===== src/ooo_pkg.sv =====
package ooo_pkg;

    // ****************************************
    // Sizes.
    // ****************************************
    localparam int xlen         = 32;
    localparam int num_regs     = 32;
    localparam int reg_addr_w   = 5;
    localparam int rob_depth    = 8;
    localparam int rob_ptr_w    = 3;
    localparam int tag_w        = 4;
    localparam int num_stations = 4;

    // ****************************************
    // Instruction encoding.
    // ****************************************
    localparam logic [6:0] opcode_op     = 7'b0110011;
    localparam logic [6:0] opcode_op_imm = 7'b0010011;

    typedef enum logic [2:0] {
        alu_add,
        alu_sub,
        alu_xor,
        alu_or,
        alu_and
    } alu_op_t;

    typedef struct packed {
        logic [6:0]            funct7;
        logic [reg_addr_w-1:0] rs2;
        logic [reg_addr_w-1:0] rs1;
        logic [2:0]            funct3;
        logic [reg_addr_w-1:0] rd;
        logic [6:0]            opcode;
    } r_fields_t;

    typedef struct packed {
        logic [11:0]           imm;
        logic [reg_addr_w-1:0] rs1;
        logic [2:0]            funct3;
        logic [reg_addr_w-1:0] rd;
        logic [6:0]            opcode;
    } i_fields_t;

    // Same word, read as R-type or I-type.
    typedef union packed {
        r_fields_t r;
        i_fields_t i;
    } inst_word_t;

endpackage


===== src/alu_station.sv =====
`timescale 1ns/1ps

module alu_station (
    input  logic                          clk,
    input  logic                          rst,
    input  logic                          load,
    input  ooo_pkg::alu_op_t              op,
    input  logic [ooo_pkg::tag_w-1:0]     tag,
    input  logic [ooo_pkg::xlen-1:0]      vj,
    input  logic [ooo_pkg::tag_w-1:0]     qj,
    input  logic [ooo_pkg::xlen-1:0]      vk,
    input  logic [ooo_pkg::tag_w-1:0]     qk,
    input  logic                          cdb_valid,
    input  logic [ooo_pkg::tag_w-1:0]     cdb_tag,
    input  logic [ooo_pkg::xlen-1:0]      cdb_data,
    output logic                          done,
    output logic [ooo_pkg::xlen-1:0]      result,
    output logic [ooo_pkg::tag_w-1:0]     result_tag,
    input  logic                          grant,
    output logic                          credit
);

    logic                         busy;
    ooo_pkg::alu_op_t             op_q;
    logic [ooo_pkg::xlen-1:0]     vj_q;
    logic [ooo_pkg::xlen-1:0]     vk_q;
    logic [ooo_pkg::tag_w-1:0]    qj_q;
    logic [ooo_pkg::tag_w-1:0]    qk_q;
    logic [ooo_pkg::xlen-1:0]     alu_out;

    assign credit = done && grant;

    always_comb begin
        case (op_q)
            ooo_pkg::alu_sub: alu_out = vj_q - vk_q;
            ooo_pkg::alu_xor: alu_out = vj_q ^ vk_q;
            ooo_pkg::alu_or:  alu_out = vj_q | vk_q;
            ooo_pkg::alu_and: alu_out = vj_q & vk_q;
            default:          alu_out = vj_q + vk_q;
        endcase
    end

    // ****************************************
    // Entry state.
    // ****************************************
    always_ff @(posedge clk) begin
        if (rst) begin
            busy <= 1'b0;
            done <= 1'b0;
        end else if (load) begin
            busy <= 1'b1;
            done <= 1'b0;
        end else if (credit) begin
            busy <= 1'b0;
            done <= 1'b0;
        end else if (busy && !done && qj_q == '0 && qk_q == '0) begin
            done <= 1'b1;
        end
    end

    always_ff @(posedge clk) begin
        if (load) begin
            op_q       <= op;
            result_tag <= tag;
            vj_q       <= vj;
            qj_q       <= qj;
            vk_q       <= vk;
            qk_q       <= qk;
            // Broadcast in the load cycle is caught here.
            if (qj != '0 && cdb_valid && cdb_tag == qj) begin
                vj_q <= cdb_data;
                qj_q <= '0;
            end
            if (qk != '0 && cdb_valid && cdb_tag == qk) begin
                vk_q <= cdb_data;
                qk_q <= '0;
            end
        end else begin
            if (qj_q != '0 && cdb_valid && cdb_tag == qj_q) begin
                vj_q <= cdb_data;
                qj_q <= '0;
            end
            if (qk_q != '0 && cdb_valid && cdb_tag == qk_q) begin
                vk_q <= cdb_data;
                qk_q <= '0;
            end
        end
        if (busy && !done) begin
            result <= alu_out;
        end
    end

endmodule


===== src/issue_unit.sv =====
`timescale 1ns/1ps

module issue_unit (
    input  logic                                 clk,
    input  logic                                 rst,
    input  logic                                 inst_valid,
    input  ooo_pkg::inst_word_t                  inst_word,
    output logic                                 inst_ready,
    output logic [ooo_pkg::reg_addr_w-1:0]       rs1,
    output logic [ooo_pkg::reg_addr_w-1:0]       rs2,
    input  logic [ooo_pkg::xlen-1:0]             rs1_val,
    input  logic [ooo_pkg::xlen-1:0]             rs2_val,
    input  logic [ooo_pkg::tag_w-1:0]            rs1_tag,
    input  logic [ooo_pkg::tag_w-1:0]            rs2_tag,
    output logic                                 rename_valid,
    output logic [ooo_pkg::reg_addr_w-1:0]       rename_rd,
    output logic [ooo_pkg::tag_w-1:0]            rename_tag,
    input  logic [ooo_pkg::tag_w-1:0]            alloc_tag,
    output logic                                 alloc_valid,
    output logic [ooo_pkg::tag_w-1:0]            lookup_tag_j,
    output logic [ooo_pkg::tag_w-1:0]            lookup_tag_k,
    input  logic                                 lookup_done_j,
    input  logic                                 lookup_done_k,
    input  logic [ooo_pkg::xlen-1:0]             lookup_data_j,
    input  logic [ooo_pkg::xlen-1:0]             lookup_data_k,
    input  logic [ooo_pkg::num_stations-1:0]     station_credit,
    input  logic                                 rob_credit,
    output logic [ooo_pkg::num_stations-1:0]     disp_valid,
    output ooo_pkg::alu_op_t                     disp_op,
    output logic [ooo_pkg::tag_w-1:0]            disp_tag,
    output logic [ooo_pkg::xlen-1:0]             disp_vj,
    output logic [ooo_pkg::tag_w-1:0]            disp_qj,
    output logic [ooo_pkg::xlen-1:0]             disp_vk,
    output logic [ooo_pkg::tag_w-1:0]            disp_qk
);

    logic [ooo_pkg::num_stations-1:0] credits;
    logic [ooo_pkg::num_stations-1:0] sel;
    logic [ooo_pkg::tag_w-1:0]        rob_free;
    logic                             is_op;
    logic                             fire;

    // ****************************************
    // Decode.
    // ****************************************
    assign is_op = inst_word.r.opcode == ooo_pkg::opcode_op;
    assign rs1   = inst_word.r.rs1;
    assign rs2   = inst_word.r.rs2;

    always_comb begin
        case (inst_word.r.funct3)
            3'b100:  disp_op = ooo_pkg::alu_xor;
            3'b110:  disp_op = ooo_pkg::alu_or;
            3'b111:  disp_op = ooo_pkg::alu_and;
            default: disp_op = (is_op && inst_word.r.funct7[5]) ? ooo_pkg::alu_sub
                                                               : ooo_pkg::alu_add;
        endcase
    end

    // Operand resolution: register, then reorder buffer, else wait on the tag.
    assign lookup_tag_j = rs1_tag;
    assign lookup_tag_k = rs2_tag;

    always_comb begin
        disp_vj = rs1_val;
        disp_qj = '0;
        if (rs1_tag != '0) begin
            disp_vj = lookup_data_j;
            disp_qj = lookup_done_j ? '0 : rs1_tag;
        end
        disp_vk = rs2_val;
        disp_qk = '0;
        if (!is_op) begin
            disp_vk = {{(ooo_pkg::xlen - 12){inst_word.i.imm[11]}}, inst_word.i.imm};
        end else if (rs2_tag != '0) begin
            disp_vk = lookup_data_k;
            disp_qk = lookup_done_k ? '0 : rs2_tag;
        end
    end

    // ****************************************
    // Station pick and credits.
    // ****************************************
    always_comb begin
        sel = '0;
        for (int s = ooo_pkg::num_stations - 1; s >= 0; s--) begin
            if (credits[s]) begin
                sel    = '0;
                sel[s] = 1'b1;
            end
        end
    end

    assign inst_ready   = (|credits) && (rob_free != '0);
    assign fire         = inst_valid && inst_ready;
    assign disp_valid   = fire ? sel : '0;
    assign disp_tag     = alloc_tag;
    assign alloc_valid  = fire;
    assign rename_valid = fire;
    assign rename_rd    = inst_word.r.rd;
    assign rename_tag   = alloc_tag;

    always_ff @(posedge clk) begin
        if (rst) begin
            credits  <= '1;
            rob_free <= ooo_pkg::tag_w'(ooo_pkg::rob_depth);
        end else begin
            credits <= (credits & ~disp_valid) | station_credit;
            case ({fire, rob_credit})
                2'b10:   rob_free <= rob_free - 1'b1;
                2'b01:   rob_free <= rob_free + 1'b1;
                default: rob_free <= rob_free;
            endcase
        end
    end

endmodule


===== src/ooo_core.sv =====
`timescale 1ns/1ps

module ooo_core (
    input  logic                             clk,
    input  logic                             rst,
    input  logic                             inst_valid,
    input  ooo_pkg::inst_word_t              inst_word,
    output logic                             inst_ready,
    output logic                             commit_valid,
    output logic [ooo_pkg::reg_addr_w-1:0]   commit_rd,
    output logic [ooo_pkg::xlen-1:0]         commit_data
);

    logic [ooo_pkg::reg_addr_w-1:0]   rs1;
    logic [ooo_pkg::reg_addr_w-1:0]   rs2;
    logic [ooo_pkg::xlen-1:0]         rs1_val;
    logic [ooo_pkg::xlen-1:0]         rs2_val;
    logic [ooo_pkg::tag_w-1:0]        rs1_tag;
    logic [ooo_pkg::tag_w-1:0]        rs2_tag;
    logic                             rename_valid;
    logic [ooo_pkg::reg_addr_w-1:0]   rename_rd;
    logic [ooo_pkg::tag_w-1:0]        rename_tag;
    logic                             alloc_valid;
    logic [ooo_pkg::tag_w-1:0]        alloc_tag;
    logic [ooo_pkg::tag_w-1:0]        lookup_tag_j;
    logic [ooo_pkg::tag_w-1:0]        lookup_tag_k;
    logic                             lookup_done_j;
    logic                             lookup_done_k;
    logic [ooo_pkg::xlen-1:0]         lookup_data_j;
    logic [ooo_pkg::xlen-1:0]         lookup_data_k;
    logic [ooo_pkg::num_stations-1:0] station_credit;
    logic [ooo_pkg::num_stations-1:0] station_done;
    logic [ooo_pkg::xlen-1:0]         station_result [ooo_pkg::num_stations];
    logic [ooo_pkg::tag_w-1:0]        station_tag [ooo_pkg::num_stations];
    logic [ooo_pkg::num_stations-1:0] grant;
    logic                             rob_credit;
    logic [ooo_pkg::num_stations-1:0] disp_valid;
    ooo_pkg::alu_op_t                 disp_op;
    logic [ooo_pkg::tag_w-1:0]        disp_tag;
    logic [ooo_pkg::xlen-1:0]         disp_vj;
    logic [ooo_pkg::tag_w-1:0]        disp_qj;
    logic [ooo_pkg::xlen-1:0]         disp_vk;
    logic [ooo_pkg::tag_w-1:0]        disp_qk;
    logic                             cdb_valid;
    logic [ooo_pkg::tag_w-1:0]        cdb_tag;
    logic [ooo_pkg::xlen-1:0]         cdb_data;
    logic [ooo_pkg::tag_w-1:0]        commit_tag;

    reg_status u_regs (
        .clk, .rst, .rs1, .rs2, .rs1_val, .rs2_val, .rs1_tag, .rs2_tag,
        .rename_valid, .rename_rd, .rename_tag,
        .commit_valid, .commit_rd, .commit_data, .commit_tag
    );

    issue_unit u_issue (
        .clk, .rst, .inst_valid, .inst_word, .inst_ready,
        .rs1, .rs2, .rs1_val, .rs2_val, .rs1_tag, .rs2_tag,
        .rename_valid, .rename_rd, .rename_tag, .alloc_tag, .alloc_valid,
        .lookup_tag_j, .lookup_tag_k, .lookup_done_j, .lookup_done_k,
        .lookup_data_j, .lookup_data_k, .station_credit, .rob_credit,
        .disp_valid, .disp_op, .disp_tag, .disp_vj, .disp_qj, .disp_vk, .disp_qk
    );

    reorder_buffer u_rob (
        .clk, .rst, .alloc_valid, .alloc_rd(rename_rd), .alloc_tag,
        .lookup_tag_j, .lookup_tag_k, .lookup_done_j, .lookup_done_k,
        .lookup_data_j, .lookup_data_k,
        .station_done, .station_result, .station_tag, .grant,
        .cdb_valid, .cdb_tag, .cdb_data,
        .commit_valid, .commit_rd, .commit_data, .commit_tag, .rob_credit
    );

    // ****************************************
    // ALU stations.
    // ****************************************
    for (genvar s = 0; s < ooo_pkg::num_stations; s++) begin : g_station
        alu_station u_station (
            .clk, .rst, .load(disp_valid[s]), .op(disp_op), .tag(disp_tag),
            .vj(disp_vj), .qj(disp_qj), .vk(disp_vk), .qk(disp_qk),
            .cdb_valid, .cdb_tag, .cdb_data,
            .done(station_done[s]), .result(station_result[s]),
            .result_tag(station_tag[s]), .grant(grant[s]), .credit(station_credit[s])
        );
    end

endmodule


===== src/reg_status.sv =====
`timescale 1ns/1ps

module reg_status (
    input  logic                               clk,
    input  logic                               rst,
    input  logic [ooo_pkg::reg_addr_w-1:0]     rs1,
    input  logic [ooo_pkg::reg_addr_w-1:0]     rs2,
    output logic [ooo_pkg::xlen-1:0]           rs1_val,
    output logic [ooo_pkg::xlen-1:0]           rs2_val,
    output logic [ooo_pkg::tag_w-1:0]          rs1_tag,
    output logic [ooo_pkg::tag_w-1:0]          rs2_tag,
    input  logic                               rename_valid,
    input  logic [ooo_pkg::reg_addr_w-1:0]     rename_rd,
    input  logic [ooo_pkg::tag_w-1:0]          rename_tag,
    input  logic                               commit_valid,
    input  logic [ooo_pkg::reg_addr_w-1:0]     commit_rd,
    input  logic [ooo_pkg::xlen-1:0]           commit_data,
    input  logic [ooo_pkg::tag_w-1:0]          commit_tag
);

    logic [ooo_pkg::xlen-1:0]  vals [ooo_pkg::num_regs];
    logic [ooo_pkg::tag_w-1:0] tags [ooo_pkg::num_regs];

    // Reads are combinational.
    assign rs1_val = vals[rs1];
    assign rs2_val = vals[rs2];
    assign rs1_tag = tags[rs1];
    assign rs2_tag = tags[rs2];

    // ****************************************
    // Commit and rename.
    // ****************************************
    always_ff @(posedge clk) begin
        if (rst) begin
            for (int i = 0; i < ooo_pkg::num_regs; i++) begin
                vals[i] <= '0;
                tags[i] <= '0;
            end
        end else begin
            if (commit_valid && commit_rd != '0) begin
                vals[commit_rd] <= commit_data;
                // Only the newest producer releases the register.
                if (tags[commit_rd] == commit_tag) begin
                    tags[commit_rd] <= '0;
                end
            end
            // Later assignment wins over the clear above.
            if (rename_valid && rename_rd != '0) begin
                tags[rename_rd] <= rename_tag;
            end
        end
    end

endmodule


===== src/reorder_buffer.sv =====
`timescale 1ns/1ps

module reorder_buffer (
    input  logic                               clk,
    input  logic                               rst,
    input  logic                               alloc_valid,
    input  logic [ooo_pkg::reg_addr_w-1:0]     alloc_rd,
    output logic [ooo_pkg::tag_w-1:0]          alloc_tag,
    input  logic [ooo_pkg::tag_w-1:0]          lookup_tag_j,
    input  logic [ooo_pkg::tag_w-1:0]          lookup_tag_k,
    output logic                               lookup_done_j,
    output logic                               lookup_done_k,
    output logic [ooo_pkg::xlen-1:0]           lookup_data_j,
    output logic [ooo_pkg::xlen-1:0]           lookup_data_k,
    input  logic [ooo_pkg::num_stations-1:0]   station_done,
    input  logic [ooo_pkg::xlen-1:0]           station_result [ooo_pkg::num_stations],
    input  logic [ooo_pkg::tag_w-1:0]          station_tag [ooo_pkg::num_stations],
    output logic [ooo_pkg::num_stations-1:0]   grant,
    output logic                               cdb_valid,
    output logic [ooo_pkg::tag_w-1:0]          cdb_tag,
    output logic [ooo_pkg::xlen-1:0]           cdb_data,
    output logic                               commit_valid,
    output logic [ooo_pkg::reg_addr_w-1:0]     commit_rd,
    output logic [ooo_pkg::xlen-1:0]           commit_data,
    output logic [ooo_pkg::tag_w-1:0]          commit_tag,
    output logic                               rob_credit
);

    logic [ooo_pkg::reg_addr_w-1:0] rd_q   [ooo_pkg::rob_depth];
    logic [ooo_pkg::xlen-1:0]       data_q [ooo_pkg::rob_depth];
    logic [ooo_pkg::rob_depth-1:0]  done_q;
    logic [ooo_pkg::rob_ptr_w-1:0]  head;
    logic [ooo_pkg::rob_ptr_w-1:0]  tail;
    logic [ooo_pkg::tag_w-1:0]      cdb_slot;
    logic [ooo_pkg::tag_w-1:0]      j_slot;
    logic [ooo_pkg::tag_w-1:0]      k_slot;

    // Tag k names slot k-1.
    assign alloc_tag = {1'b0, tail} + 1'b1;
    assign cdb_slot  = cdb_tag - 1'b1;
    assign j_slot    = lookup_tag_j - 1'b1;
    assign k_slot    = lookup_tag_k - 1'b1;

    // ****************************************
    // Data bus arbitration, lowest first.
    // ****************************************
    assign cdb_valid = |station_done;

    always_comb begin
        grant    = '0;
        cdb_tag  = '0;
        cdb_data = '0;
        for (int s = ooo_pkg::num_stations - 1; s >= 0; s--) begin
            if (station_done[s]) begin
                grant    = '0;
                grant[s] = 1'b1;
                cdb_tag  = station_tag[s];
                cdb_data = station_result[s];
            end
        end
    end

    // Lookups see the current broadcast too.
    always_comb begin
        lookup_done_j = done_q[j_slot[ooo_pkg::rob_ptr_w-1:0]];
        lookup_data_j = data_q[j_slot[ooo_pkg::rob_ptr_w-1:0]];
        if (cdb_valid && cdb_tag == lookup_tag_j) begin
            lookup_done_j = 1'b1;
            lookup_data_j = cdb_data;
        end
        lookup_done_k = done_q[k_slot[ooo_pkg::rob_ptr_w-1:0]];
        lookup_data_k = data_q[k_slot[ooo_pkg::rob_ptr_w-1:0]];
        if (cdb_valid && cdb_tag == lookup_tag_k) begin
            lookup_done_k = 1'b1;
            lookup_data_k = cdb_data;
        end
    end

    // ****************************************
    // In-order commit.
    // ****************************************
    assign commit_valid = done_q[head];
    assign commit_rd    = rd_q[head];
    assign commit_data  = data_q[head];
    assign commit_tag   = {1'b0, head} + 1'b1;
    assign rob_credit   = commit_valid;

    always_ff @(posedge clk) begin
        if (rst) begin
            done_q <= '0;
            head   <= '0;
            tail   <= '0;
        end else begin
            if (commit_valid) begin
                done_q[head] <= 1'b0;
                head         <= head + 1'b1;
            end
            if (alloc_valid) begin
                done_q[tail] <= 1'b0;
                tail         <= tail + 1'b1;
            end
            if (cdb_valid) begin
                done_q[cdb_slot[ooo_pkg::rob_ptr_w-1:0]] <= 1'b1;
            end
        end
    end

    always_ff @(posedge clk) begin
        if (alloc_valid) begin
            rd_q[tail] <= alloc_rd;
        end
        if (cdb_valid) begin
            data_q[cdb_slot[ooo_pkg::rob_ptr_w-1:0]] <= cdb_data;
        end
    end

endmodule


===== config.mk =====
export PLATFORM = sky130hd
export DESIGN_NAME = ooo_core
export DESIGN_NICKNAME = d
export VERILOG_FILES = /design/src/ooo_pkg.sv /design/src/alu_station.sv /design/src/issue_unit.sv /design/src/ooo_core.sv /design/src/reg_status.sv /design/src/reorder_buffer.sv
export SDC_FILE = /design/constraint.sdc
export NUM_CORES = 2
export LEC_CHECK = 0
export BUFFER_PORTS_ARGS = -buffer_cell sky130_fd_sc_hd__buf_4
export CAP_MARGIN = 20
export CORE_ASPECT_RATIO = 0.7
export CORE_MARGIN = 2
export CORE_UTILIZATION = 40
export DETAILED_ROUTE_END_ITERATION = 6
export SLEW_MARGIN = 20
export SYNTH_ARGS = -nofsm -noshare
export SYNTH_HDL_FRONTEND = slang
export SYNTH_SLANG_ARGS = --single-unit

===== constraint.sdc =====
create_clock -name clk -period 9.6 [get_ports clk]
set_clock_uncertainty 0.05 [all_clocks]
set_input_delay 0.48 -clock clk [delete_from_list [all_inputs] [get_ports clk]]
set_output_delay 0.48 -clock clk [all_outputs]
set_load 0.05 [all_outputs]

==> flow_metrics.tcl <==
set metrics [dict create \
    grt_max_degree 127 \
    place_ws_ns 3.46 \
    critical_path.startpoint_type "flop" \
    gr-usage-met3 0.0557 \
    synth.cell_area_sq_mm 0.111 \
    multiInputGateArea_sq_mm 0.0506 \
    fin_nets 9049 \
    grt_pass1_wl_um 557000 \
    synth-main-ff-cell "edfxtp_1" \
    post-route-min-period_ns 6.40 \
    r2r_start "g_station[1].u_station.op_q[0]" \
    slew_violations 0 \
    hold_viol 0 \
    drv_cap 0 \
    yosysWarnings 0 \
    p_per_area_mw_per_mm2 178 \
    firstDrtPassIters 6 \
    viasPerCell 6.48 \
    synthArstFlopShare 0 \
    rsz0062_at_grt "false" \
    io_buffers 73 \
    clockBufferDepth 4 \
    syn2layout_area_growth_pct 10.6 \
    grtUsageMet2 0.385 \
    syn_area_per_cell_sq_um 12.7 \
    clk_pin_slew_worst_paths_ns 0.07 \
    drive_gt1_frac 0.188 \
    grtUsageTotal 0.269 \
    worstSetupPathType "flop to flop" \
    post_cts_buffers 0 \
    setup_ws_ns 3.20 \
    finalPower_mw 21.9 \
    gp_congestion 0.937 \
    fillers 24800 \
    ys_seq_elements 1925 \
    post-route-drc-count 0 \
    fmaxAchievable_mhz 156 \
    r2r_setup_slack_ns 3.20 \
    drt-wirelength-per-cell_um 31.4 \
    initial_core_util 0.401 \
    period_share 0.667 \
    p_leak_nw 44.7 \
    globalRouteMet1Util 0.413 \
    syn_inst 8764 \
    endpoint "g_station[1].u_station.result[30]" \
    required_ns 10.14 \
    die_w_um 635 \
    busiest_layer "met1" \
    arrival_ns 6.95 \
    synth-edff-count 1892 \
    crit_start "g_station[1].u_station.op_q[0]" \
    htree_levels 4 \
    die_h_um 446 \
    cts_buffers 198 \
    end_kind "flop" \
    r2r_end "g_station[1].u_station.result[30]" \
    yosys.cell_types.count 86 \
    clkLatencyLatePin_ns 0.91 \
    cts_sinks 1925 \
    ant_nets 0 \
    grt_pass1_vias 76700 \
    wirelength_um 391000 \
    worst-path-max-fanout 60 \
    fp.dieArea_sq_mm 0.283 \
    peakVddDrop_v 0.000133 \
    seq_area_sq_mm 0.0575 \
    drtIter0Drc 13700 \
    dp_hpwl_um 258000 \
    status "finished clean" \
    slew_headroom 0.161 \
    cts_tree "yes" \
    reg2reg_depth 15 \
    vias 80800 \
    hold_class "input pin to flop" \
    antenna_found_initial 6 \
    fin_area_sq_mm 0.123 \
    rows 162 \
    fin_tns_setup_ns 0 \
    place_area_sq_mm 0.117 \
    ctsRootBufferMaster "clkbuf_16" \
    core_sq_mm 0.278 \
    gr-total-overflow 0 \
    boundaryPins 74 \
    worst_slew_pin_slew_ns 1.22 \
    finalSetupViolCount 0 \
    yosysSeqAreaShare 0.516 \
]
## logic make-up (layout without fill, tap and decap cells)
logic type	count (synthesis)	in the layout	share of synthesized area
buf+inv	1120	1089	0.0392
compound gates	1462	1462	0.0846
xor+xnor	279	279	0.0219
other cells	1	38	0.0000337
simple gates	2307	2307	0.0866
flops	1925	1925	0.516
fa+ha+maj	397	397	0.0449
mux	1273	1273	0.207
## metal layers
| metal | vias to the layer above | share of wire |
|---|---|---|
| li1 | 32900 | - |
| met1 | 41400 | 0.42 |
| met2 | 5814 | 0.42 |
| met3 | 623 | 0.13 |
| met4 | 2 | 0.029 |
| met5 | - | 0.000033 |
## sequential cells by signal, indices dropped and copies added (netlist names), 40 cells and up, named ones only
| signal | cells |
|---|---|
| g_station.u_station.result | 128 |
| u_rob.data_q | 256 |
| g_station.u_station.vk_q | 128 |
| u_regs.vals | 1024 |
| u_regs.tags | 128 |
| g_station.u_station.vj_q | 128 |
| u_rob.rd_q | 40 |
## cells in the mapped netlist (115+ instances only)
library cell / instances / area share
a21oi_1: 402 / 0.018
a22oi_1: 151 / 0.010
clkbuf_1: 528 / 0.018
edfxtp_1: 1892 / 0.51
ha_1: 392 / 0.044
inv_1: 392 / 0.013
mux2i_1: 437 / 0.039
mux4_2: 821 / 0.17
nand2_1: 297 / 0.010
nor2_1: 1608 / 0.054
o21ai_0: 262 / 0.012
o22ai_1: 115 / 0.0065
xnor2_1: 218 / 0.017
## where the power goes
| part | internal, mW | switching (mW) |
|---|---|---|
| clock | 4.50 | 3.49 |
| combinational | 1.55 | 2.55 |
| sequential | 9.60 | 0.232 |
## repair_timing
action | 4_1_cts | 5_1_grt
hold endpoints to repair | 40 | 0
hold buffers | 5 | 0
gates resized for setup | 0 | 0
## critical path, stage by stage (launching register included)
cell	delay, ns
edfxtp_1	0.33
buf_4	0.64
and2_0	0.96
mux2i_1	0.34
fa_1	0.48
a21o_1	0.20
a21boi_0	0.30
o31ai_1	0.28
o31ai_1	0.56
a211oi_1	0.26
o21ai_0	0.54
o21ai_0	0.28
or4_1	0.45
a31o_2	0.25
xnor2_1	0.12
o21ai_0	0.08
## metrics by stage
| stage | instances | hold slack [ns] | utilization |
|---|---|---|---|
| floorplan | 8799 | 0.382 | - |
| global placement | 12100 | 0.396 | 0.420 |
| detailed placement | 12100 | 0.402 | 0.420 |
| CTS | 12500 | 0.0188 | 0.444 |
| global route | 12500 | 0.0281 | 0.444 |
| finish | 12500 | 0.0531 | 0.444 |
## worst min path at each step
stage                                           start  depth (start not counted)                           to
after floorplan           g_station[2].u_station.busy                          2  g_station[2].u_station.busy
after global placement    g_station[2].u_station.busy                          2  g_station[2].u_station.busy
after detailed placement  g_station[2].u_station.busy                          2  g_station[2].u_station.busy
after CTS                                         rst                          1           u_regs.vals[0][30]
after global routing                              rst                          1            u_regs.vals[0][5]
final                                             rst                          1            u_regs.vals[0][5]
## layout by cell type (no fill, tap or decap), types with 55 or more instances in the layout
cell	Yosys	routed
buf_4	14	320
nand2_1	297	266
nor2_1	1608	1600
o22ai_1	115	115
o31ai_1	62	59
inv_1	392	387
a22oi_1	151	151
edfxtp_1	1892	1892
a221o_1	55	55
o21ai_0	262	261
clkbuf_16	0	198
xnor2_1	218	215
a211oi_1	78	78
mux2i_1	437	404
xor2_1	61	61
ha_1	392	391
a21oi_1	402	401
mux4_2	821	821
a21o_1	57	57
## area by class of cell
cell class	count	area share
tap	3690	0.0375
clock inverter	115	0.0103
timing repair buffer	338	0.0216
multi-input combinational	5754	0.410
clock buffer	236	0.0416
inverter	400	0.0122
antenna	2	0.0000406
sequential	1925	0.466
No activity file was read; power rests on OpenSTA's default activity.
